<file path="src/source/gpuMemPkg.sv">
`default_nettype none

package gpuMemPkg;

	// -------------------------------------------------------------------------
	// Bus side types
	// -------------------------------------------------------------------------
	typedef logic [19:0] busAdrT;	// Byte address, 1 MB of VRAM
	typedef logic [31:0] busDataT;	// One bus beat
	typedef logic [2:0]  beatCntT;	// Beats minus one
	typedef logic [3:0]  beatSelT;	// Byte enables

	// Cache side addresses
	typedef logic [16:0] texLineAdrT;	// 8-byte texture line
	typedef logic [14:0] clutBlockAdrT;	// 32-byte CLUT block
	typedef logic [14:0] blockAdrT;	// 32-byte block of a command

	typedef logic [15:0] pixelT;
	typedef logic [55:0] memCmdT;	// Op 2..0, pair 6..4, block 21..7, valid 23..22
	typedef logic [63:0] texDataT;	// Two beats, second one high
	typedef logic [2:0]  clutIndexT;

	// -------------------------------------------------------------------------
	// Encodings
	// -------------------------------------------------------------------------
	typedef enum logic [2:0] {
		cmdNone      = 3'd0,
		cmdPixelPair = 3'd1,
		cmdFill      = 3'd2
	} cmdOpT;

	typedef enum logic [1:0] {
		kindClut,
		kindTex,
		kindPixelPair,
		kindFill
	} burstKindT;

	typedef enum logic [1:0] {seqIdle, seqWaitAck, seqBeats} seqStateT;

	// Burst lengths, beats minus one
	localparam beatCntT texBeats  = 3'd1;
	localparam beatCntT clutBeats = 3'd7;
	localparam beatCntT fillBeats = 3'd7;
	localparam beatCntT pairBeats = 3'd0;

	localparam int beatBytes    = 4;
	localparam int texLineShift = 3;	// Line number to byte address
	localparam int blockShift   = 5;	// Block number to byte address

endpackage

`default_nettype wire

</file>
<file path="src/source/burstIf.sv">
`timescale 1ns/1ps
`default_nettype none

// Granted burst, picker to sequencer
interface burstIf import gpuMemPkg::*; ();
	logic      grant;	// One cycle, only while idle
	logic      idle;	// Sequencer can take a burst
	burstKindT kind;
	logic      sideR;	// Right requester won
	busAdrT    baseAdr;	// Byte address of beat 0
	beatCntT   beats;
	pixelT     pixL;
	pixelT     pixR;
	beatSelT   pairSel;	// Write enables for every beat

	modport picker (
		output grant, kind, sideR, baseAdr, beats, pixL, pixR, pairSel,
		input  idle
	);

	modport seq (
		input  grant, kind, sideR, baseAdr, beats, pixL, pixR, pairSel,
		output idle
	);
endinterface

`default_nettype wire

</file>
<file path="src/source/beatIf.sv">
`timescale 1ns/1ps
`default_nettype none

// Acked read beats, sequencer to router, no back-pressure
interface beatIf import gpuMemPkg::*; ();
	logic      beatValid;	// Read beat acked this cycle
	burstKindT kind;
	logic      sideR;
	busAdrT    baseAdr;	// Burst base, gives the texture line
	beatCntT   beatIdx;	// 0 for the first beat
	logic      lastBeat;
	busDataT   data;	// Straight from dat_i

	modport seq (
		output beatValid, kind, sideR, baseAdr, beatIdx, lastBeat, data
	);

	modport router (
		input  beatValid, kind, sideR, baseAdr, beatIdx, lastBeat, data
	);
endinterface

`default_nettype wire

</file>
<file path="src/source/requestPicker.sv">
`timescale 1ns/1ps
`default_nettype none

module requestPicker import gpuMemPkg::*; (
	input  logic         gpuClk,
	input  logic         resetX,
	input  memCmdT       memCmd_i,
	input  logic         texReqL_i,
	input  texLineAdrT   texAdrL_i,
	input  logic         texReqR_i,
	input  texLineAdrT   texAdrR_i,
	input  logic         clutReqL_i,
	input  clutBlockAdrT clutAdrL_i,
	input  logic         clutReqR_i,
	input  clutBlockAdrT clutAdrR_i,
	output logic         cmdReady_o,
	burstIf.picker       burst
);

	cmdOpT      cmdOp;
	blockAdrT   cmdBlock;
	logic [2:0] cmdPairId;	// Word inside the block
	logic [1:0] cmdValidPair;	// Bit 0 left pixel, bit 1 right
	pixelT      cmdPixL;
	pixelT      cmdPixR;
	busAdrT     blockBase;
	logic       cmdValid;
	logic       cacheReq;
	logic       grantQ;	// Set on grant, cleared once idle again

	// Command word fields
	assign cmdOp        = cmdOpT'(memCmd_i[2:0]);
	assign cmdPairId    = memCmd_i[6:4];
	assign cmdBlock     = memCmd_i[21:7];
	assign cmdValidPair = memCmd_i[23:22];
	assign cmdPixR      = memCmd_i[39:24];
	assign cmdPixL      = memCmd_i[55:40];
	assign blockBase    = busAdrT'(cmdBlock) << blockShift;

	assign cmdValid = cmdOp != cmdNone;
	assign cacheReq = clutReqL_i | clutReqR_i | texReqL_i | texReqR_i;

	// Cache requests wait out the first idle cycle, their done pulse is still on its way
	assign burst.grant = burst.idle & (cmdValid | (cacheReq & ~grantQ));
	assign cmdReady_o  = burst.idle;

	always_ff @(posedge gpuClk) begin
		if (resetX) begin
			grantQ <= 1'b0;
		end else if (burst.grant) begin
			grantQ <= 1'b1;
		end else if (burst.idle) begin
			grantQ <= 1'b0;
		end
	end

	// Descriptor of the winner, command > CLUT > texture, left before right
	always_comb begin
		burst.kind    = kindTex;	// Left texture unless overridden
		burst.sideR   = 1'b0;
		burst.baseAdr = busAdrT'(texAdrL_i) << texLineShift;
		burst.beats   = texBeats;
		burst.pixL    = cmdPixL;
		burst.pixR    = cmdPixR;
		burst.pairSel = '1;
		if (cmdValid) begin
			if (cmdOp == cmdFill) begin
				burst.kind    = kindFill;
				burst.baseAdr = blockBase;
				burst.beats   = fillBeats;
				burst.pixR    = cmdPixL;	// Left pixel twice per word
			end else begin
				burst.kind    = kindPixelPair;
				burst.baseAdr = blockBase | busAdrT'(cmdPairId * beatBytes);	// Pair id is the word
				burst.beats   = pairBeats;
				burst.pairSel = {{2{cmdValidPair[1]}}, {2{cmdValidPair[0]}}};
			end
		end else if (clutReqL_i) begin
			burst.kind    = kindClut;
			burst.baseAdr = busAdrT'(clutAdrL_i) << blockShift;
			burst.beats   = clutBeats;
		end else if (clutReqR_i) begin
			burst.kind    = kindClut;
			burst.sideR   = 1'b1;
			burst.baseAdr = busAdrT'(clutAdrR_i) << blockShift;
			burst.beats   = clutBeats;
		end else if (!texReqL_i) begin
			burst.sideR   = 1'b1;	// Right texture
			burst.baseAdr = busAdrT'(texAdrR_i) << texLineShift;
		end
	end

endmodule

`default_nettype wire

</file>
<file path="src/source/burstSequencer.sv">
`timescale 1ns/1ps
`default_nettype none

module burstSequencer import gpuMemPkg::*; (
	input  logic    gpuClk,
	input  logic    resetX,
	burstIf.seq     burst,
	beatIf.seq      beat,
	output logic    req_o,
	output busAdrT  adr_o,
	output beatCntT cnt_o,
	output logic    wrt_o,
	output busDataT dat_o,
	output beatSelT sel_o,
	input  logic    ack_i,
	input  busDataT dat_i,
	output logic    busy_o
);

	seqStateT  state;
	beatCntT   beatNum;	// Beat acked in this cycle

	// Latched descriptor
	burstKindT kindQ;
	logic      sideQ;
	busAdrT    baseQ;
	beatCntT   beatsQ;
	pixelT     pixLQ;
	pixelT     pixRQ;
	beatSelT   selQ;

	logic      isWrite;
	logic      lastBeat;

	assign isWrite    = (kindQ == kindFill) || (kindQ == kindPixelPair);
	assign lastBeat   = beatNum == beatsQ;
	assign burst.idle = state == seqIdle;

	// -------------------------------------------------------------------------
	// Burst FSM
	// -------------------------------------------------------------------------
	always_ff @(posedge gpuClk) begin
		if (resetX) begin
			state   <= seqIdle;
			beatNum <= '0;
		end else begin
			case (state)
				seqIdle: begin
					beatNum <= '0;
					if (burst.grant) begin
						state <= seqWaitAck;	// req_o up next cycle
					end
				end
				seqWaitAck: begin	// Slave may stall here
					if (ack_i) begin
						if (lastBeat) begin
							state <= seqIdle;	// Single beat burst
						end else begin
							state   <= seqBeats;
							beatNum <= beatNum + 3'd1;
						end
					end
				end
				seqBeats: begin	// Acks come back to back
					if (ack_i) begin
						beatNum <= beatNum + 3'd1;
						if (lastBeat) begin
							state   <= seqIdle;
							beatNum <= '0;
						end
					end
				end
				default: state <= seqIdle;
			endcase
		end
	end

	// Payload of the granted burst
	always_ff @(posedge gpuClk) begin
		if (burst.grant) begin
			kindQ  <= burst.kind;
			sideQ  <= burst.sideR;
			baseQ  <= burst.baseAdr;
			beatsQ <= burst.beats;
			pixLQ  <= burst.pixL;
			pixRQ  <= burst.pixR;
			selQ   <= burst.pairSel;
		end
	end

	// Bus side
	assign req_o  = ~burst.idle;
	assign busy_o = ~burst.idle;	// Whole operation, through last ack
	assign adr_o  = baseQ + busAdrT'(beatNum * beatBytes);	// Word per beat
	assign cnt_o  = beatsQ;
	assign wrt_o  = req_o & isWrite;
	assign dat_o  = {pixRQ, pixLQ};	// Right pixel in upper half
	assign sel_o  = selQ;

	// Read beats out to the router
	assign beat.beatValid = ack_i & req_o & ~isWrite;
	assign beat.kind      = kindQ;
	assign beat.sideR     = sideQ;
	assign beat.baseAdr   = baseQ;
	assign beat.beatIdx   = beatNum;
	assign beat.lastBeat  = lastBeat;
	assign beat.data      = dat_i;

endmodule

`default_nettype wire

</file>
<file path="src/source/cacheFillRouter.sv">
`timescale 1ns/1ps
`default_nettype none

module cacheFillRouter import gpuMemPkg::*; (
	input  logic       gpuClk,
	input  logic       resetX,
	beatIf.router      beat,
	output logic       texWrite_o,
	output texLineAdrT texWriteAdr_o,
	output texDataT    texData_o,
	output logic       texDoneL_o,
	output logic       texDoneR_o,
	output logic       clutWrite_o,
	output clutIndexT  clutIndex_o,
	output busDataT    clutData_o,
	output logic       clutDoneL_o,
	output logic       clutDoneR_o
);

	busDataT texLowQ;	// First texture beat
	logic    texBeat;
	logic    clutBeat;
	logic    texLast;
	logic    clutLast;

	assign texBeat  = beat.beatValid && (beat.kind == kindTex);
	assign clutBeat = beat.beatValid && (beat.kind == kindClut);
	assign texLast  = texBeat & beat.lastBeat;
	assign clutLast = clutBeat & beat.lastBeat;

	// Strobes and done pulses, one cycle after the ack
	always_ff @(posedge gpuClk) begin
		if (resetX) begin
			texWrite_o  <= 1'b0;
			texDoneL_o  <= 1'b0;
			texDoneR_o  <= 1'b0;
			clutWrite_o <= 1'b0;
			clutDoneL_o <= 1'b0;
			clutDoneR_o <= 1'b0;
		end else begin
			texWrite_o  <= texLast;	// Whole line at once
			texDoneL_o  <= texLast & ~beat.sideR;
			texDoneR_o  <= texLast & beat.sideR;
			clutWrite_o <= clutBeat;	// Every CLUT beat
			clutDoneL_o <= clutLast & ~beat.sideR;
			clutDoneR_o <= clutLast & beat.sideR;
		end
	end

	// Data paths
	always_ff @(posedge gpuClk) begin
		if (texBeat && beat.beatIdx == '0) begin
			texLowQ <= beat.data;
		end
		if (texLast) begin
			texData_o     <= {beat.data, texLowQ};	// Second beat high
			texWriteAdr_o <= texLineAdrT'(beat.baseAdr >> texLineShift);
		end
		if (clutBeat) begin
			clutIndex_o <= beat.beatIdx;
			clutData_o  <= beat.data;
		end
	end

endmodule

`default_nettype wire

</file>
<file path="src/source/memArbiter.sv">
`timescale 1ns/1ps
`default_nettype none

module memArbiter import gpuMemPkg::*; (
	input  logic         gpuClk,
	input  logic         resetX,
	// Command port
	input  memCmdT       memCmd_i,
	output logic         cmdReady_o,
	// Texture cache refill
	input  logic         texReqL_i,
	input  texLineAdrT   texAdrL_i,
	input  logic         texReqR_i,
	input  texLineAdrT   texAdrR_i,
	output logic         texDoneL_o,
	output logic         texDoneR_o,
	output logic         texWrite_o,
	output texLineAdrT   texWriteAdr_o,
	output texDataT      texData_o,
	// CLUT cache refill
	input  logic         clutReqL_i,
	input  clutBlockAdrT clutAdrL_i,
	input  logic         clutReqR_i,
	input  clutBlockAdrT clutAdrR_i,
	output logic         clutDoneL_o,
	output logic         clutDoneR_o,
	output logic         clutWrite_o,
	output clutIndexT    clutIndex_o,
	output busDataT      clutData_o,
	output logic         busy_o,
	// VRAM burst bus
	output logic         req_o,
	output busAdrT       adr_o,
	output beatCntT      cnt_o,
	output logic         wrt_o,
	output busDataT      dat_o,
	output beatSelT      sel_o,
	input  logic         ack_i,
	input  busDataT      dat_i
);

	burstIf burst ();	// Picker to sequencer
	beatIf  beat ();	// Sequencer to router

	requestPicker uPicker (
		.gpuClk     (gpuClk),
		.resetX     (resetX),
		.memCmd_i   (memCmd_i),
		.texReqL_i  (texReqL_i),
		.texAdrL_i  (texAdrL_i),
		.texReqR_i  (texReqR_i),
		.texAdrR_i  (texAdrR_i),
		.clutReqL_i (clutReqL_i),
		.clutAdrL_i (clutAdrL_i),
		.clutReqR_i (clutReqR_i),
		.clutAdrR_i (clutAdrR_i),
		.cmdReady_o (cmdReady_o),
		.burst      (burst.picker)
	);

	burstSequencer uSequencer (
		.gpuClk (gpuClk),
		.resetX (resetX),
		.burst  (burst.seq),
		.beat   (beat.seq),
		.req_o  (req_o),
		.adr_o  (adr_o),
		.cnt_o  (cnt_o),
		.wrt_o  (wrt_o),
		.dat_o  (dat_o),
		.sel_o  (sel_o),
		.ack_i  (ack_i),
		.dat_i  (dat_i),
		.busy_o (busy_o)
	);

	cacheFillRouter uRouter (
		.gpuClk        (gpuClk),
		.resetX        (resetX),
		.beat          (beat.router),
		.texWrite_o    (texWrite_o),
		.texWriteAdr_o (texWriteAdr_o),
		.texData_o     (texData_o),
		.texDoneL_o    (texDoneL_o),
		.texDoneR_o    (texDoneR_o),
		.clutWrite_o   (clutWrite_o),
		.clutIndex_o   (clutIndex_o),
		.clutData_o    (clutData_o),
		.clutDoneL_o   (clutDoneL_o),
		.clutDoneR_o   (clutDoneR_o)
	);

endmodule

`default_nettype wire

</file>
<file path="config.mk">
export PLATFORM = sky130hd
export DESIGN_NAME = memArbiter
export DESIGN_NICKNAME = d
export VERILOG_FILES = /design/src/source/gpuMemPkg.sv /design/src/source/burstIf.sv /design/src/source/beatIf.sv /design/src/source/requestPicker.sv /design/src/source/burstSequencer.sv /design/src/source/cacheFillRouter.sv /design/src/source/memArbiter.sv
export SDC_FILE = /design/constraint.sdc
export NUM_CORES = 1
export LEC_CHECK = 0
export BUFFER_PORTS_ARGS = -buffer_cell sky130_fd_sc_hd__buf_2
export CORE_MARGIN = 5
export CORE_UTILIZATION = 51
export CTS_CLUSTER_DIAMETER = 60
export DETAILED_ROUTE_END_ITERATION = 10
export GPL_TIMING_DRIVEN = 0
export PLACE_DENSITY = 0.86
export SETUP_SLACK_MARGIN = 0.3
export SLEW_MARGIN = 20
export SYNTH_ARGS = -nofsm -noshare
export SYNTH_HDL_FRONTEND = slang
export SYNTH_SLANG_ARGS = --single-unit
</file>
<file path="constraint.sdc">
create_clock -name gpuClk -period 10.3 [get_ports gpuClk]
set_input_delay 1.545 -clock gpuClk [delete_from_list [all_inputs] [get_ports gpuClk]]
set_output_delay 1.545 -clock gpuClk [all_outputs]
set_load 0.02 [all_outputs]
</file>
==> impl_metrics.ini <==
[clocking]
root_buffer = clkbuf_16
ctsHoldBuffers = 0
cts_buffers = 23
cts_tree = done
worstSkewPairLatency_ns = 0.51
clock_path_buffers = 3
postCtsResizedCells = 0
post_cts_buffers = 0
cts_sinks = 217
clk_pin_slew_ns = 0.06
htreeDepth = 1

[layout]
fin_area_mm2 = 0.0110
fillCellCount = 1052
area_delta_synth_final_pct = 35.4
mostFrequentLayoutCells = buf_2, edfxtp_1, mux2i_1
layout_commonest_cell = buf_2
drive_gt1_frac = 0.479
ff_latch_area_mm2 = 0.00640
utilization = 0.697
multi_input_area_mm2 = 0.00162
nets = 1018

[critical_path]
critPathTopFamily = adder cells
critPathBufInv = 2
cp_data_required_time_ns = 8.76
worst_setup_path_end_kind = output pin
slowest_stage = dfxtp_1
crit_path_max_incr_delay_ns = 0.47
worstPathMaxFanout = 6
path_class = reg2out
path_cells = ha_1 > inv_1 > fa_1 > nand2b_1 > a211o_1 > nor2_1 > xor2_1 > buf_2
critPathLaunchType = register
arrival_ns = 2.85

[grt]
grt_overflow = 0
antenna_found_initial = 1
grt_pass1_wl_um = 30200
grt_pass1_vias = 5487
track_usage = 0.215
grt_max_degree = 30

[logic_synthesis]
synth-xor-area-share = 0.0194
synth.distinct_cells = 43
postSynthAreaPerCell_um2 = 17.1
yosysWarnings = 0
synthSimpleGateAreaFrac = 0.0553
netlist_area_mm2 = 0.00812
synthArstFlopShare = 0
yosysSeqAreaShare = 0.787
synth-edff-count = 205
synth_area_leaders = edfxtp_1, mux2i_1, dfxtp_1
synth_fa_ha_area_frac = 0.0148
synth_cells = 475
synth_compound_area_frac = 0.0413
synth_top_family_by_area = multiplexers
yosys_register_bits = 217
synth.area.mux_share = 0.0641
synth_top_area_share = 0.758
synth_top_area_cell = edfxtp_1
synthFlopType = edfxtp_1

[routing]
antenna_left = 0
drt_iter0_drc = 328
viasPerCell = 4.99
wire_per_inst_um = 19.3
first_pass_iters = 5
drc_errors = 0
vias = 5401
drt-total-wl_um = 20900

[power]
p_leak_uw = 0.00451
ir_worst_vdd_uv = 178
power.density_mw_per_mm2 = 233
power_uw = 2570

[floorplanning]
die_h_um = 136
rows = 46
die-area_mm2 = 0.0186
die_x_um = 136
initial_core_util = 0.515
core_mm2 = 0.0158
io_pins = 344

[placed_design]
place.port_buffers = 337
pre_cts_ws_ns = 6.45
dp_hpwl_um = 16200
gp_congestion = 0.865
placed_area_mm2 = 0.0103

[timing]
worst_slack_ns = 5.91
hold_viol = 0
fin_crit_ns = 4.39
rsz0062_at_grt = false
slew_violations = 0
max_slew_margin = 0.468
fin_skew_ns = 0.0154
fin_setup_tns_ns = 0
timing.final.crit_share = 0.426
setup_viol = 0
tightest_slew_ns = 0.798
max_freq_mhz = 228

[run]
drv_cap = 0

[run_status]
run_status = finished, final reports clean

[hold_path]
hold_path.class = reg2reg
[power by group]
part	total (uW)	switching, uW	internal [uW]
Combinational	595	385	210
Sequential	1190	66.9	1120
Clock	779	316	464
[synth_stat cells (all sizes together), types with 2 or more instances]
| cell type | instances |
|---|---|
| or3 | 2 |
| or2 | 2 |
| xnor2 | 14 |
| a211oi | 3 |
| nor2 | 28 |
| nor3b | 2 |
| xor2 | 4 |
| a21oi | 21 |
| nand2b | 2 |
| nand4 | 4 |
| inv | 11 |
| dfxtp | 12 |
| and3 | 2 |
| mux2i | 34 |
| o21a | 2 |
| buf | 10 |
| nor3 | 6 |
| nand2 | 31 |
| ha | 8 |
| nor2b | 4 |
| clkbuf | 9 |
| and2 | 2 |
| nand3 | 3 |
| mux2 | 16 |
| o21ai | 21 |
| a21boi | 2 |
| nor4 | 3 |
| edfxtp | 205 |
[area by class of cell]
type | count | share of cell area
Antenna cell | 1 | 0.000228
Buffer | 19 | 0.00899
Clock buffer | 29 | 0.0544
Clock inverter | 12 | 0.0111
Inverter | 11 | 0.00375
Multi-Input combinational cell | 229 | 0.147
Sequential cell | 217 | 0.582
Tap cell | 216 | 0.0246
Timing Repair Buffer | 349 | 0.169
[kinds of logic (layout without fill, tap and decap cells)]
logic type,count (synthesis),in the layout
other,1,3
AOI/OAI and AO/OA,56,56
DFF,217,217
adders and majority gates,9,9
xor gates and xnor gates,18,18
and+or+nand+nor,94,94
buffers and inverters,30,420
muxes,50,50
[stage by stage]
stage / hold WS (ns) / instances
floorplan: 0.400 / 476
global placement: 0.400 / 1029
detailed placement: 0.405 / 1041
CTS: 0.414 / 1082
global route: 0.420 / 1083
finish: 0.412 / 1083
[layer usage]
layer | up-vias | wire length (um) | GRT usage
met5 | - | 0 | 0
met4 | 0 | 514 | 0.0566
met3 | 30 | 2140 | 0.0699
met2 | 302 | 10900 | 0.393
met1 | 2530 | 7310 | 0.242
li1 | 2539 | - | -
[registers in the layout, summed over array words and instances, names as in the netlist]
| signal | cells |
|---|---|
| uPicker.grantQ | 1 |
| uSequencer.pixRQ | 16 |
| uSequencer.beat.beatIdx | 3 |
| uRouter.texDoneR_o | 1 |
| uRouter.clutWrite_o | 1 |
| uRouter.clutDoneL_o | 1 |
| uRouter.texWriteAdr_o | 17 |
| uSequencer.cnt_o | 2 |
| uRouter.clutData_o | 32 |
| uSequencer.beat.sideR | 1 |
| uRouter.clutIndex_o | 3 |
| uSequencer.beat.baseAdr | 18 |
| uSequencer.sel_o | 2 |
| uRouter.texLowQ | 32 |
| uRouter.texWrite_o | 1 |
| uRouter.clutDoneR_o | 1 |
| uSequencer.pixLQ | 16 |
| uSequencer.beat.kind | 2 |
| uSequencer.state | 2 |
| uRouter.texDoneL_o | 1 |
| uRouter.texData_o | 64 |
[worst reg2reg max path: stages, from the launching register on]
cell and delay, ns:
dfxtp_1 0.36, inv_1 0.08, ha_1 0.32, nand2b_1 0.24, nor2_1 0.10, nand2_1 0.16, nor3b_2 0.60, buf_4 0.31
buf_4 0.22, buf_4 0.18
[path summary, 6_finish.rpt]
check	from	to	slack, ns	cells past startpoint
setup reg to reg	uSequencer.state[0]	uRouter.texLowQ[13]	7.45	9
hold / removal	uRouter.texLowQ[17]	uRouter.texData_o[17]	0.41	0
hold reg to reg	uRouter.texLowQ[17]	uRouter.texData_o[17]	0.41	0
setup / recovery	uSequencer.beat.beatIdx[0]	adr_o[16]	5.91	8
No activity file was read; power rests on OpenSTA's default activity.
